==> config.mk <==
export PLATFORM = sky130hd
export DESIGN_NAME = ntm_convolution_top
export DESIGN_NICKNAME = d
export VERILOG_FILES = /design/src/logic/ntm_convolution_pkg.sv /design/src/logic/ntm_modular_multiplier.sv /design/src/logic/ntm_scalar_convolution_function.sv /design/src/logic/ntm_vector_convolution_function.sv /design/src/logic/ntm_convolution_top.sv
export VERILOG_INCLUDE_DIRS = /design/src /design/src/include
export SDC_FILE = /design/constraint.sdc
export NUM_CORES = 1
export LEC_CHECK = 0
export BUFFER_PORTS_ARGS = -buffer_cell sky130_fd_sc_hd__buf_2
export CAP_MARGIN = 20
export CORE_MARGIN = 3
export CORE_UTILIZATION = 50
export CTS_CLUSTER_SIZE = 24
export DETAILED_ROUTE_END_ITERATION = 8
export PLACE_DENSITY = 0.68
export SLEW_MARGIN = 20
export SYNTH_ARGS = -nofsm -noshare
export SYNTH_HDL_FRONTEND = slang
export SYNTH_SLANG_ARGS = --single-unit
==> constraint.sdc <==
create_clock -name CLK -period 11.3 [get_ports CLK]
set_input_delay 0 -clock CLK [delete_from_list [all_inputs] [get_ports CLK]]
set_output_delay 0 -clock CLK [all_outputs]
set_load 0.005 [all_outputs]
==> src/include/ntm_convolution_cfg.svh <==
// Convolution engine configuration: default data, index and modulus width
`ifndef NTM_CONVOLUTION_CFG_SVH
`define NTM_CONVOLUTION_CFG_SVH

//////////////////////////////
// Widths
//////////////////////////////

// Width of operands, modulus, row and pair counts
// Anything from 4 bits upward works
`define NTM_DATA_SIZE 32

// Multiplier latency is NTM_DATA_SIZE+1 cycles from START to READY
// Accumulator adds 2 cycles on top of that

`endif

==> src/logic/ntm_convolution_pkg.sv <==
// Convolution engine package: FSM state types of sequencer, accumulator and multiplier
`default_nettype none

package ntm_convolution_pkg;

  //////////////////////////////
  // Row sequencer
  //////////////////////////////

  // Idle, first pair of a row, later pair, waiting on accumulator
  typedef enum logic [1:0] {
    starter_state      = 2'd0,
    input_vector_state = 2'd1,
    input_scalar_state = 2'd2,
    ender_state        = 2'd3
  } vector_state_t;

  //////////////////////////////
  // Accumulator
  //////////////////////////////

  // Product in flight, then one cycle of modular add
  typedef enum logic [1:0] {
    idle_state       = 2'd0,
    multiply_state   = 2'd1,
    accumulate_state = 2'd2
  } scalar_state_t;

  //////////////////////////////
  // Multiplier
  //////////////////////////////

  typedef enum logic {
    mult_idle_state = 1'b0,
    mult_run_state  = 1'b1
  } multiplier_state_t;

endpackage

`default_nettype wire

==> src/logic/ntm_modular_multiplier.sv <==
// Iterative shift-and-add multiplier, reduced modulo MODULO_IN after every bit
`default_nettype none

`include "ntm_convolution_cfg.svh"

module ntm_modular_multiplier
  import ntm_convolution_pkg::*;
#(
  parameter int DATA_SIZE = `NTM_DATA_SIZE
) (
  input  wire logic                 CLK,
  input  wire logic                 RST,
  input  wire logic                 START,
  input  wire logic [DATA_SIZE-1:0] MODULO_IN,
  input  wire logic [DATA_SIZE-1:0] DATA_A_IN,
  input  wire logic [DATA_SIZE-1:0] DATA_B_IN,
  output logic                      READY,
  output logic      [DATA_SIZE-1:0] DATA_OUT
);

  localparam int COUNT_SIZE = $clog2(DATA_SIZE);
  localparam logic [COUNT_SIZE-1:0] COUNT_LAST = COUNT_SIZE'(DATA_SIZE - 1);

  multiplier_state_t multiplier_ctrl_fsm_int;
  logic [COUNT_SIZE-1:0] bit_count;

  // Operands held for the whole run; B shifts out MSB first
  logic [DATA_SIZE-1:0] modulo_int;
  logic [DATA_SIZE-1:0] data_a_int;
  logic [DATA_SIZE-1:0] data_b_int;
  logic [DATA_SIZE-1:0] product_int;

  // One extra bit, since every intermediate stays below 2*MODULO_IN
  logic [DATA_SIZE:0] modulo_ext;
  logic [DATA_SIZE:0] double_int;
  logic [DATA_SIZE:0] double_mod_int;
  logic [DATA_SIZE:0] sum_int;
  logic [DATA_SIZE:0] sum_mod_int;

  //////////////////////////////
  // Datapath step
  //////////////////////////////

  assign modulo_ext = {1'b0, modulo_int};

  // 2*p, then fold back under the modulus
  assign double_int     = {product_int, 1'b0};
  assign double_mod_int = (double_int >= modulo_ext) ? double_int - modulo_ext : double_int;

  // Add A when current bit of B is set
  assign sum_int = data_b_int[DATA_SIZE-1] ? double_mod_int + {1'b0, data_a_int}
                                           : double_mod_int;
  assign sum_mod_int = (sum_int >= modulo_ext) ? sum_int - modulo_ext : sum_int;

  always_ff @(posedge CLK) begin
    if (multiplier_ctrl_fsm_int == mult_idle_state && START) begin
      modulo_int  <= MODULO_IN;
      data_a_int  <= DATA_A_IN;
      data_b_int  <= DATA_B_IN;
      product_int <= '0;
    end else if (multiplier_ctrl_fsm_int == mult_run_state) begin
      data_b_int  <= data_b_int << 1;
      product_int <= sum_mod_int[DATA_SIZE-1:0];
    end
  end

  // Product holds after READY until the next START
  assign DATA_OUT = product_int;

  //////////////////////////////
  // Control
  //////////////////////////////

  always_ff @(posedge CLK or posedge RST) begin
    if (RST) begin
      multiplier_ctrl_fsm_int <= mult_idle_state;
      bit_count <= '0;
      READY <= 1'b0;
    end else begin
      READY <= 1'b0;
      case (multiplier_ctrl_fsm_int)
        mult_idle_state: begin
          if (START) begin
            bit_count <= COUNT_LAST;
            multiplier_ctrl_fsm_int <= mult_run_state;
          end
        end
        mult_run_state: begin
          bit_count <= bit_count - 1'b1;
          // Bit 0 processed on this edge
          if (bit_count == '0) begin
            READY <= 1'b1;
            multiplier_ctrl_fsm_int <= mult_idle_state;
          end
        end
        default: multiplier_ctrl_fsm_int <= mult_idle_state;
      endcase
    end
  end

endmodule

`default_nettype wire

==> src/logic/ntm_scalar_convolution_function.sv <==
// Row accumulator: sums modular products of successive operand pairs
`default_nettype none

`include "ntm_convolution_cfg.svh"

module ntm_scalar_convolution_function
  import ntm_convolution_pkg::*;
#(
  parameter int DATA_SIZE = `NTM_DATA_SIZE
) (
  input  wire logic                 CLK,
  input  wire logic                 RST,
  input  wire logic                 START,
  input  wire logic                 DATA_IN_ENABLE,
  input  wire logic [DATA_SIZE-1:0] MODULO_IN,
  input  wire logic [DATA_SIZE-1:0] DATA_A_IN,
  input  wire logic [DATA_SIZE-1:0] DATA_B_IN,
  output logic                      READY,
  output logic      [DATA_SIZE-1:0] DATA_OUT
);

  scalar_state_t scalar_ctrl_fsm_int;

  // Multiplier handshake
  logic                 start_multiplier;
  logic                 ready_multiplier;
  logic [DATA_SIZE-1:0] data_out_multiplier;

  // Running row sum, always below MODULO_IN
  logic [DATA_SIZE-1:0] sum_int;
  logic [DATA_SIZE:0]   modulo_ext;
  logic [DATA_SIZE:0]   acc_int;
  logic [DATA_SIZE:0]   acc_mod_int;

  //////////////////////////////
  // Multiplier
  //////////////////////////////

  // Launched in the same cycle as the request; operands stay put until READY
  assign start_multiplier = DATA_IN_ENABLE && (scalar_ctrl_fsm_int == idle_state);

  ntm_modular_multiplier #(
    .DATA_SIZE(DATA_SIZE)
  ) u_modular_multiplier (
    .CLK      (CLK),
    .RST      (RST),
    .START    (start_multiplier),
    .MODULO_IN(MODULO_IN),
    .DATA_A_IN(DATA_A_IN),
    .DATA_B_IN(DATA_B_IN),
    .READY    (ready_multiplier),
    .DATA_OUT (data_out_multiplier)
  );

  //////////////////////////////
  // Modular add
  //////////////////////////////

  assign modulo_ext  = {1'b0, MODULO_IN};
  assign acc_int     = {1'b0, sum_int} + {1'b0, data_out_multiplier};
  assign acc_mod_int = (acc_int >= modulo_ext) ? acc_int - modulo_ext : acc_int;

  // First pair of a row starts from zero
  always_ff @(posedge CLK) begin
    if (scalar_ctrl_fsm_int == idle_state && START) begin
      sum_int <= '0;
    end else if (scalar_ctrl_fsm_int == accumulate_state) begin
      sum_int <= acc_mod_int[DATA_SIZE-1:0];
    end
  end

  // Updated on the same edge that raises READY
  assign DATA_OUT = sum_int;

  //////////////////////////////
  // Control
  //////////////////////////////

  always_ff @(posedge CLK or posedge RST) begin
    if (RST) begin
      scalar_ctrl_fsm_int <= idle_state;
      READY <= 1'b0;
    end else begin
      READY <= 1'b0;
      case (scalar_ctrl_fsm_int)
        idle_state: begin
          if (DATA_IN_ENABLE) begin
            scalar_ctrl_fsm_int <= multiply_state;
          end
        end
        multiply_state: begin
          // Product stays on the multiplier output
          if (ready_multiplier) begin
            scalar_ctrl_fsm_int <= accumulate_state;
          end
        end
        accumulate_state: begin
          READY <= 1'b1;
          scalar_ctrl_fsm_int <= idle_state;
        end
        default: scalar_ctrl_fsm_int <= idle_state;
      endcase
    end
  end

endmodule

`default_nettype wire

==> src/logic/ntm_vector_convolution_function.sv <==
// Row and pair sequencer: collects host operands, drives the accumulator, raises strobes
`default_nettype none

`include "ntm_convolution_cfg.svh"

module ntm_vector_convolution_function
  import ntm_convolution_pkg::*;
#(
  parameter int DATA_SIZE = `NTM_DATA_SIZE
) (
  input  wire logic                 CLK,
  input  wire logic                 RST,
  input  wire logic                 START,
  input  wire logic                 DATA_A_IN_VECTOR_ENABLE,
  input  wire logic                 DATA_A_IN_SCALAR_ENABLE,
  input  wire logic                 DATA_B_IN_VECTOR_ENABLE,
  input  wire logic                 DATA_B_IN_SCALAR_ENABLE,
  input  wire logic [DATA_SIZE-1:0] MODULO_IN,
  input  wire logic [DATA_SIZE-1:0] SIZE_IN,
  input  wire logic [DATA_SIZE-1:0] LENGTH_IN,
  input  wire logic [DATA_SIZE-1:0] DATA_A_IN,
  input  wire logic [DATA_SIZE-1:0] DATA_B_IN,
  input  wire logic                 ready_scalar_convolution,
  input  wire logic [DATA_SIZE-1:0] data_out_scalar_convolution,
  output logic                      READY,
  output logic                      DATA_OUT_VECTOR_ENABLE,
  output logic                      DATA_OUT_SCALAR_ENABLE,
  output logic      [DATA_SIZE-1:0] DATA_OUT,
  output logic                      start_scalar_convolution,
  output logic                      data_in_enable_scalar_convolution,
  output logic      [DATA_SIZE-1:0] modulo_scalar_convolution,
  output logic      [DATA_SIZE-1:0] data_a_scalar_convolution,
  output logic      [DATA_SIZE-1:0] data_b_scalar_convolution
);

  vector_state_t convolution_ctrl_fsm_int;

  // Run configuration, sampled on START
  logic [DATA_SIZE-1:0] size_int;
  logic [DATA_SIZE-1:0] length_int;

  // Row index i and pair index j
  logic [DATA_SIZE-1:0] index_vector_loop;
  logic [DATA_SIZE-1:0] index_scalar_loop;

  // Operand arrival, A and B may come in separate cycles
  logic data_a_strobe;
  logic data_b_strobe;
  logic data_a_flag;
  logic data_b_flag;
  logic data_a_have;
  logic data_b_have;

  logic last_pair;
  logic last_row;

  //////////////////////////////
  // Operand capture
  //////////////////////////////

  // Vector enables only for the first pair, scalar enables for the rest
  assign data_a_strobe =
    (convolution_ctrl_fsm_int == input_vector_state) ? DATA_A_IN_VECTOR_ENABLE :
    (convolution_ctrl_fsm_int == input_scalar_state) ? DATA_A_IN_SCALAR_ENABLE : 1'b0;
  assign data_b_strobe =
    (convolution_ctrl_fsm_int == input_vector_state) ? DATA_B_IN_VECTOR_ENABLE :
    (convolution_ctrl_fsm_int == input_scalar_state) ? DATA_B_IN_SCALAR_ENABLE : 1'b0;

  assign data_a_have = data_a_flag | data_a_strobe;
  assign data_b_have = data_b_flag | data_b_strobe;

  always_ff @(posedge CLK) begin
    if (convolution_ctrl_fsm_int == starter_state && START) begin
      size_int <= SIZE_IN;
      length_int <= LENGTH_IN;
      modulo_scalar_convolution <= MODULO_IN;
    end
    if (data_a_strobe) begin
      data_a_scalar_convolution <= DATA_A_IN;
    end
    if (data_b_strobe) begin
      data_b_scalar_convolution <= DATA_B_IN;
    end
  end

  assign last_pair = (index_scalar_loop == length_int - 1'b1);
  assign last_row  = (index_vector_loop == size_int - 1'b1);

  //////////////////////////////
  // Control
  //////////////////////////////

  always_ff @(posedge CLK or posedge RST) begin
    if (RST) begin
      convolution_ctrl_fsm_int <= starter_state;
      index_vector_loop <= '0;
      index_scalar_loop <= '0;
      data_a_flag <= 1'b0;
      data_b_flag <= 1'b0;
      start_scalar_convolution <= 1'b0;
      data_in_enable_scalar_convolution <= 1'b0;
      READY <= 1'b0;
      DATA_OUT_VECTOR_ENABLE <= 1'b0;
      DATA_OUT_SCALAR_ENABLE <= 1'b0;
      DATA_OUT <= '0;
    end else begin
      // All strobes are single-cycle
      start_scalar_convolution <= 1'b0;
      data_in_enable_scalar_convolution <= 1'b0;
      READY <= 1'b0;
      DATA_OUT_VECTOR_ENABLE <= 1'b0;
      DATA_OUT_SCALAR_ENABLE <= 1'b0;
      case (convolution_ctrl_fsm_int)
        starter_state: begin
          if (START) begin
            index_vector_loop <= '0;
            index_scalar_loop <= '0;
            data_a_flag <= 1'b0;
            data_b_flag <= 1'b0;
            convolution_ctrl_fsm_int <= input_vector_state;
          end
        end
        input_vector_state, input_scalar_state: begin
          data_a_flag <= data_a_have;
          data_b_flag <= data_b_have;
          // Both operands in, hand the pair over
          if (data_a_have && data_b_have) begin
            data_a_flag <= 1'b0;
            data_b_flag <= 1'b0;
            data_in_enable_scalar_convolution <= 1'b1;
            // Row start clears the running sum
            start_scalar_convolution <= (convolution_ctrl_fsm_int == input_vector_state);
            convolution_ctrl_fsm_int <= ender_state;
          end
        end
        ender_state: begin
          if (ready_scalar_convolution) begin
            DATA_OUT <= data_out_scalar_convolution;
            DATA_OUT_SCALAR_ENABLE <= 1'b1;
            if (last_pair) begin
              // Row complete, DATA_OUT is y_i
              DATA_OUT_VECTOR_ENABLE <= 1'b1;
              index_scalar_loop <= '0;
              if (last_row) begin
                READY <= 1'b1;
                convolution_ctrl_fsm_int <= starter_state;
              end else begin
                index_vector_loop <= index_vector_loop + 1'b1;
                convolution_ctrl_fsm_int <= input_vector_state;
              end
            end else begin
              index_scalar_loop <= index_scalar_loop + 1'b1;
              convolution_ctrl_fsm_int <= input_scalar_state;
            end
          end
        end
        default: convolution_ctrl_fsm_int <= starter_state;
      endcase
    end
  end

endmodule

`default_nettype wire

==> src/logic/ntm_convolution_top.sv <==
// Convolution engine top: row sequencer feeding the modular accumulator
`default_nettype none

`include "ntm_convolution_cfg.svh"

module ntm_convolution_top #(
  parameter int DATA_SIZE = `NTM_DATA_SIZE
) (
  input  wire logic                 CLK,
  input  wire logic                 RST,
  input  wire logic                 START,
  input  wire logic                 DATA_A_IN_VECTOR_ENABLE,
  input  wire logic                 DATA_A_IN_SCALAR_ENABLE,
  input  wire logic                 DATA_B_IN_VECTOR_ENABLE,
  input  wire logic                 DATA_B_IN_SCALAR_ENABLE,
  input  wire logic [DATA_SIZE-1:0] MODULO_IN,
  input  wire logic [DATA_SIZE-1:0] SIZE_IN,
  input  wire logic [DATA_SIZE-1:0] LENGTH_IN,
  input  wire logic [DATA_SIZE-1:0] DATA_A_IN,
  input  wire logic [DATA_SIZE-1:0] DATA_B_IN,
  output logic                      READY,
  output logic                      DATA_OUT_VECTOR_ENABLE,
  output logic                      DATA_OUT_SCALAR_ENABLE,
  output logic      [DATA_SIZE-1:0] DATA_OUT
);

  //////////////////////////////
  // Sequencer to accumulator
  //////////////////////////////

  logic                 start_scalar_convolution;
  logic                 data_in_enable_scalar_convolution;
  logic                 ready_scalar_convolution;
  logic [DATA_SIZE-1:0] modulo_scalar_convolution;
  logic [DATA_SIZE-1:0] data_a_scalar_convolution;
  logic [DATA_SIZE-1:0] data_b_scalar_convolution;
  logic [DATA_SIZE-1:0] data_out_scalar_convolution;

  ntm_vector_convolution_function #(
    .DATA_SIZE(DATA_SIZE)
  ) u_vector_convolution (
    .CLK                              (CLK),
    .RST                              (RST),
    .START                            (START),
    .DATA_A_IN_VECTOR_ENABLE          (DATA_A_IN_VECTOR_ENABLE),
    .DATA_A_IN_SCALAR_ENABLE          (DATA_A_IN_SCALAR_ENABLE),
    .DATA_B_IN_VECTOR_ENABLE          (DATA_B_IN_VECTOR_ENABLE),
    .DATA_B_IN_SCALAR_ENABLE          (DATA_B_IN_SCALAR_ENABLE),
    .MODULO_IN                        (MODULO_IN),
    .SIZE_IN                          (SIZE_IN),
    .LENGTH_IN                        (LENGTH_IN),
    .DATA_A_IN                        (DATA_A_IN),
    .DATA_B_IN                        (DATA_B_IN),
    .ready_scalar_convolution         (ready_scalar_convolution),
    .data_out_scalar_convolution      (data_out_scalar_convolution),
    .READY                            (READY),
    .DATA_OUT_VECTOR_ENABLE           (DATA_OUT_VECTOR_ENABLE),
    .DATA_OUT_SCALAR_ENABLE           (DATA_OUT_SCALAR_ENABLE),
    .DATA_OUT                         (DATA_OUT),
    .start_scalar_convolution         (start_scalar_convolution),
    .data_in_enable_scalar_convolution(data_in_enable_scalar_convolution),
    .modulo_scalar_convolution        (modulo_scalar_convolution),
    .data_a_scalar_convolution        (data_a_scalar_convolution),
    .data_b_scalar_convolution        (data_b_scalar_convolution)
  );

  // Holds the running sum of the current row
  ntm_scalar_convolution_function #(
    .DATA_SIZE(DATA_SIZE)
  ) u_scalar_convolution (
    .CLK           (CLK),
    .RST           (RST),
    .START         (start_scalar_convolution),
    .DATA_IN_ENABLE(data_in_enable_scalar_convolution),
    .MODULO_IN     (modulo_scalar_convolution),
    .DATA_A_IN     (data_a_scalar_convolution),
    .DATA_B_IN     (data_b_scalar_convolution),
    .READY         (ready_scalar_convolution),
    .DATA_OUT      (data_out_scalar_convolution)
  );

endmodule

`default_nettype wire

==> summary.txt <==
Clock tree
  • Hold-fix buffers, CTS: ~160
  • Deepest clock path buffer count: 3
  • H-tree Lvls: 2
  • PostCTS Resize Cnt: 0
  • TritonCTS Buffers: 49
  • Clk sinks: around 440
  • CTS tree: done
  • Clock transition at path regs: 0.07 ns
  • Postcts setup bufs: 0
  • Worst-Skew Late Latency: 0.61 ns
  • Root Buffer: clkbuf_16

Placement
  • Final HPWL DP: 58400 um
  • IO buf count: around 200
  • Place WS: 1.86 ns
  • Routability Congestion: a little under 1
  • # placed instances: around 3600
  • Placed cell areas: roughly 0.029 sq mm

Logic synthesis
  • Top_reg_cell synth: edfxtp_1
  • Cell Area, Synth: between 0.02 and 0.03 sq mm
  • Sequential element share of the synthesized area: ~44%
  • Syn avg cell area: about 9.9 sq um
  • Syn nets: 3070
  • Synth cell types: 80
  • Yosys top cell by area: edfxtp_1
  • Synth Instances: approximately 2700
  • Yosys top cell area share: 28.3%
  • Seq cells post-synth: 435
  • Number of flops mapped to enable cells by yosys: 256
  • Yosys warnings: 0
  • Asr flop ratio synth: between 20% and 30%
  • Top cells by area, synth: edfxtp_1 (28%), dfrtp_1 (11%), ha_1 (7.8%)

Setup path
  • Worst Reg2Reg Path Length in Cells: 31
  • CP top delay family: compound AO/OA/AOI/OAI gates
  • CP peak stage delay: 0.68 ns
  • Crit path arrival time: around 10 ns
  • Top cell by count, worst path: o21ai_0
  • CP endpoint kind: flip-flop
  • Levels on crit path: 31
  • CP Launch Type: flip-flop
  • Slowest library cell on the worst path: nand3_1
  • Critical Path Fanout Max: 19
  • CP bufs+invs: 0
  • FF-to-FF setup slack: approximately 1.7 ns
  • Setup CP Type: flip-flop to flip-flop
  • Data required time of the worst path: between 10 and 15 ns

Run status
  • Outcome: finished, final reports clean

Global routing
  • Initial antenna violation count: 1
  • First-pass GRT wire length: 123000 um
  • All-layer global routing usage: approximately 27%
  • Global route overflow: 0
  • Number of global-route vias before repair: about 22000
  • Largest net degree at the start of global routing: a little over 70

Drt
  • DR pass1 iterations: 5
  • Vias after detailed routing: ~23000
  • DR vias/cell: around 5.9
  • WL per Instance: around 21 um
  • First-iteration detailed-routing DRC count: 1792
  • Post-DRT Antenna Nets: 0
  • Drt drc: 0
  • DRT Wirelength: 79900 um

STA
  • RSZ-0062 raised after global routing: no
  • Worst-margin pin slew: around 1.0 ns
  • Fin Setup TNS: 0 ns
  • Final setup margin: approximately 1.7 ns
  • Final Cycle Share: between 80 and 90%
  • Fin crit period: about 9.6 ns
  • Setup violations, final: 0
  • Slew Limit Fails: 0
  • Max Clk Rate: between 100 and 150 MHz
  • Hold Violations, Final: 0
  • Max-Slew Margin vs Limit: between 30 and 40%
  • Clock Skew: between 0.02 and 0.025 ns

Cells and area
  • Finished Layout Cells: approximately 3800
  • Leading cell type in the layout, fill and taps excluded: edfxtp_1
  • Fillers: about 4400
  • P&R area growth vs syn: 18.9%
  • Nets: 3422
  • Final Cell Area: ~0.032 sq mm
  • Most frequent cells in the layout: edfxtp_1 (256), nor2_1 (211), buf_2 (201)
  • Share of cells above drive strength 1: between 10 and 15%

Floorplanning
  • Cell Rows: 84
  • Initial Utilization: about 51%
  • Core area: ~0.053 sq mm
  • Die H: between 200 and 250 um
  • I/O pin cnt: 202
  • Die width: approximately 240 um
  • Total die area: roughly 0.057 sq mm

Power
  • Maximum VDD drop: 0.254 mV
  • Leak: 13.4 nW
  • PD cells: 362 mW/mm^2

Run
  • Max cap viols: 0

Min path
  • Worst min-delay path category: input pin to async pin
==> logic make-up after synthesis <==
logic type	after synthesis	share of synthesized area [%]
AOI/OAI and AO/OA	671	15.8
xor gates and xnor gates	262	8.51
adders and majority gates	175	8.21
buffers and inverters	218	3.11
DFF	435	43.7
muxes	125	5.07
and+or+nand+nor	842	15.6
==> layout make-up <==
cell class	count	area [sq um]	share of cell area, %
Multi-Input combinational cell	2075	14500	45.0
Tap cell	688	861	2.67
Antenna cell	1	2.50	0.00776
Clock buffer	67	1400	4.33
Inverter	137	517	1.60
Sequential cell	435	11800	36.7
Clock inverter	25	324	1.01
Timing Repair Buffer	382	2800	8.67
==> worst min-delay path: cells and delay by family <==
kind / cells / cell delay [ns]
buffers and inverters: 3 / 1.18
==> cell usage after synthesis (15+ instances only) <==
library cell  number
o311ai_0          19
nand4_1           32
a31oi_1           26
nor3_1            84
o21ai_0          153
and3_1            33
xnor2_1          160
mux2_2            98
mux2i_1           27
ha_1             170
nor2_1           212
or4_1             15
nor4_1            27
xor2_1           101
edfxtp_1         256
nand2b_1          32
and2_1            15
nand2_1          176
o211ai_1          23
clkbuf_1          73
a21oi_1          201
nor2b_1           24
dfrtp_1          115
inv_1            136
dfxtp_1           64
o21a_1            18
o21bai_1          25
or3_1             31
a211oi_1          22
nand3_1          100
a21o_1            60
==> sequential cells by signal (all words and copies together) (netlist names), 2 cells and up, named ones only <==
name and count:
u_scalar_convolution.DATA_OUT 32, u_scalar_convolution.u_modular_multiplier.DATA_OUT 32, u_scalar_convolution.u_modular_multiplier.data_a_int 32, u_scalar_convolution.u_modular_multiplier.data_b_int 32, u_scalar_convolution.u_modular_multiplier.modulo_int 32, u_vector_convolution.DATA_OUT 32, u_vector_convolution.data_a_scalar_convolution 32, u_vector_convolution.data_b_scalar_convolution 32
u_vector_convolution.index_scalar_loop 32, u_vector_convolution.index_vector_loop 32, u_vector_convolution.length_int 32, u_vector_convolution.modulo_scalar_convolution 32, u_vector_convolution.size_int 32, u_scalar_convolution.u_modular_multiplier.bit_count 5, u_scalar_convolution.scalar_ctrl_fsm_int 2, u_vector_convolution.convolution_ctrl_fsm_int 2
==> power by group <==
group | switching, W | internal (W) | leakage [nW] | total [W]
clock | 0.000697 | 0.00101 | 0.825 | 0.00171
combinational | 0.00445 | 0.00305 | 8.09 | 0.00750
sequential | 0.000342 | 0.00213 | 4.48 | 0.00248
total | 0.00548 | 0.00619 | 13.4 | 0.0117
==> worst max path at each step <==
| stage | end | slack [ns] |
|---|---|---|
| CTS | flip-flop | 1.83 |
| detailed placement | flip-flop | 1.86 |
| finish | flip-flop | 1.69 |
| floorplan | flip-flop | 3.20 |
| global placement | flip-flop | 2.18 |
| global route | flip-flop | 0.97 |
==> stage by stage <==
stage	hold WS, ns	utilization (%)	total power [W]
global placement	0.160	54.3	0.00969
global route	0.0847	60.7	0.0125
finish	0.0701	60.7	0.0117
CTS	0.0540	60.7	0.0116
detailed placement	0.170	54.4	0.00979
floorplan	0.0989	-	0.00799
==> per-layer routing <==
| layer | GRT usage, % | share of wire, % | up-vias |
|---|---|---|---|
| li1 | - | - | 10800 |
| met1 | 34.8 | 42 | 10900 |
| met2 | 47.7 | 49 | 684 |
| met3 | 3.23 | 4.7 | 169 |
| met4 | 11.6 | 4.2 | 0 |
| met5 | 0 | 0 | - |
Note: power is estimated with default switching activity, not from simulation.
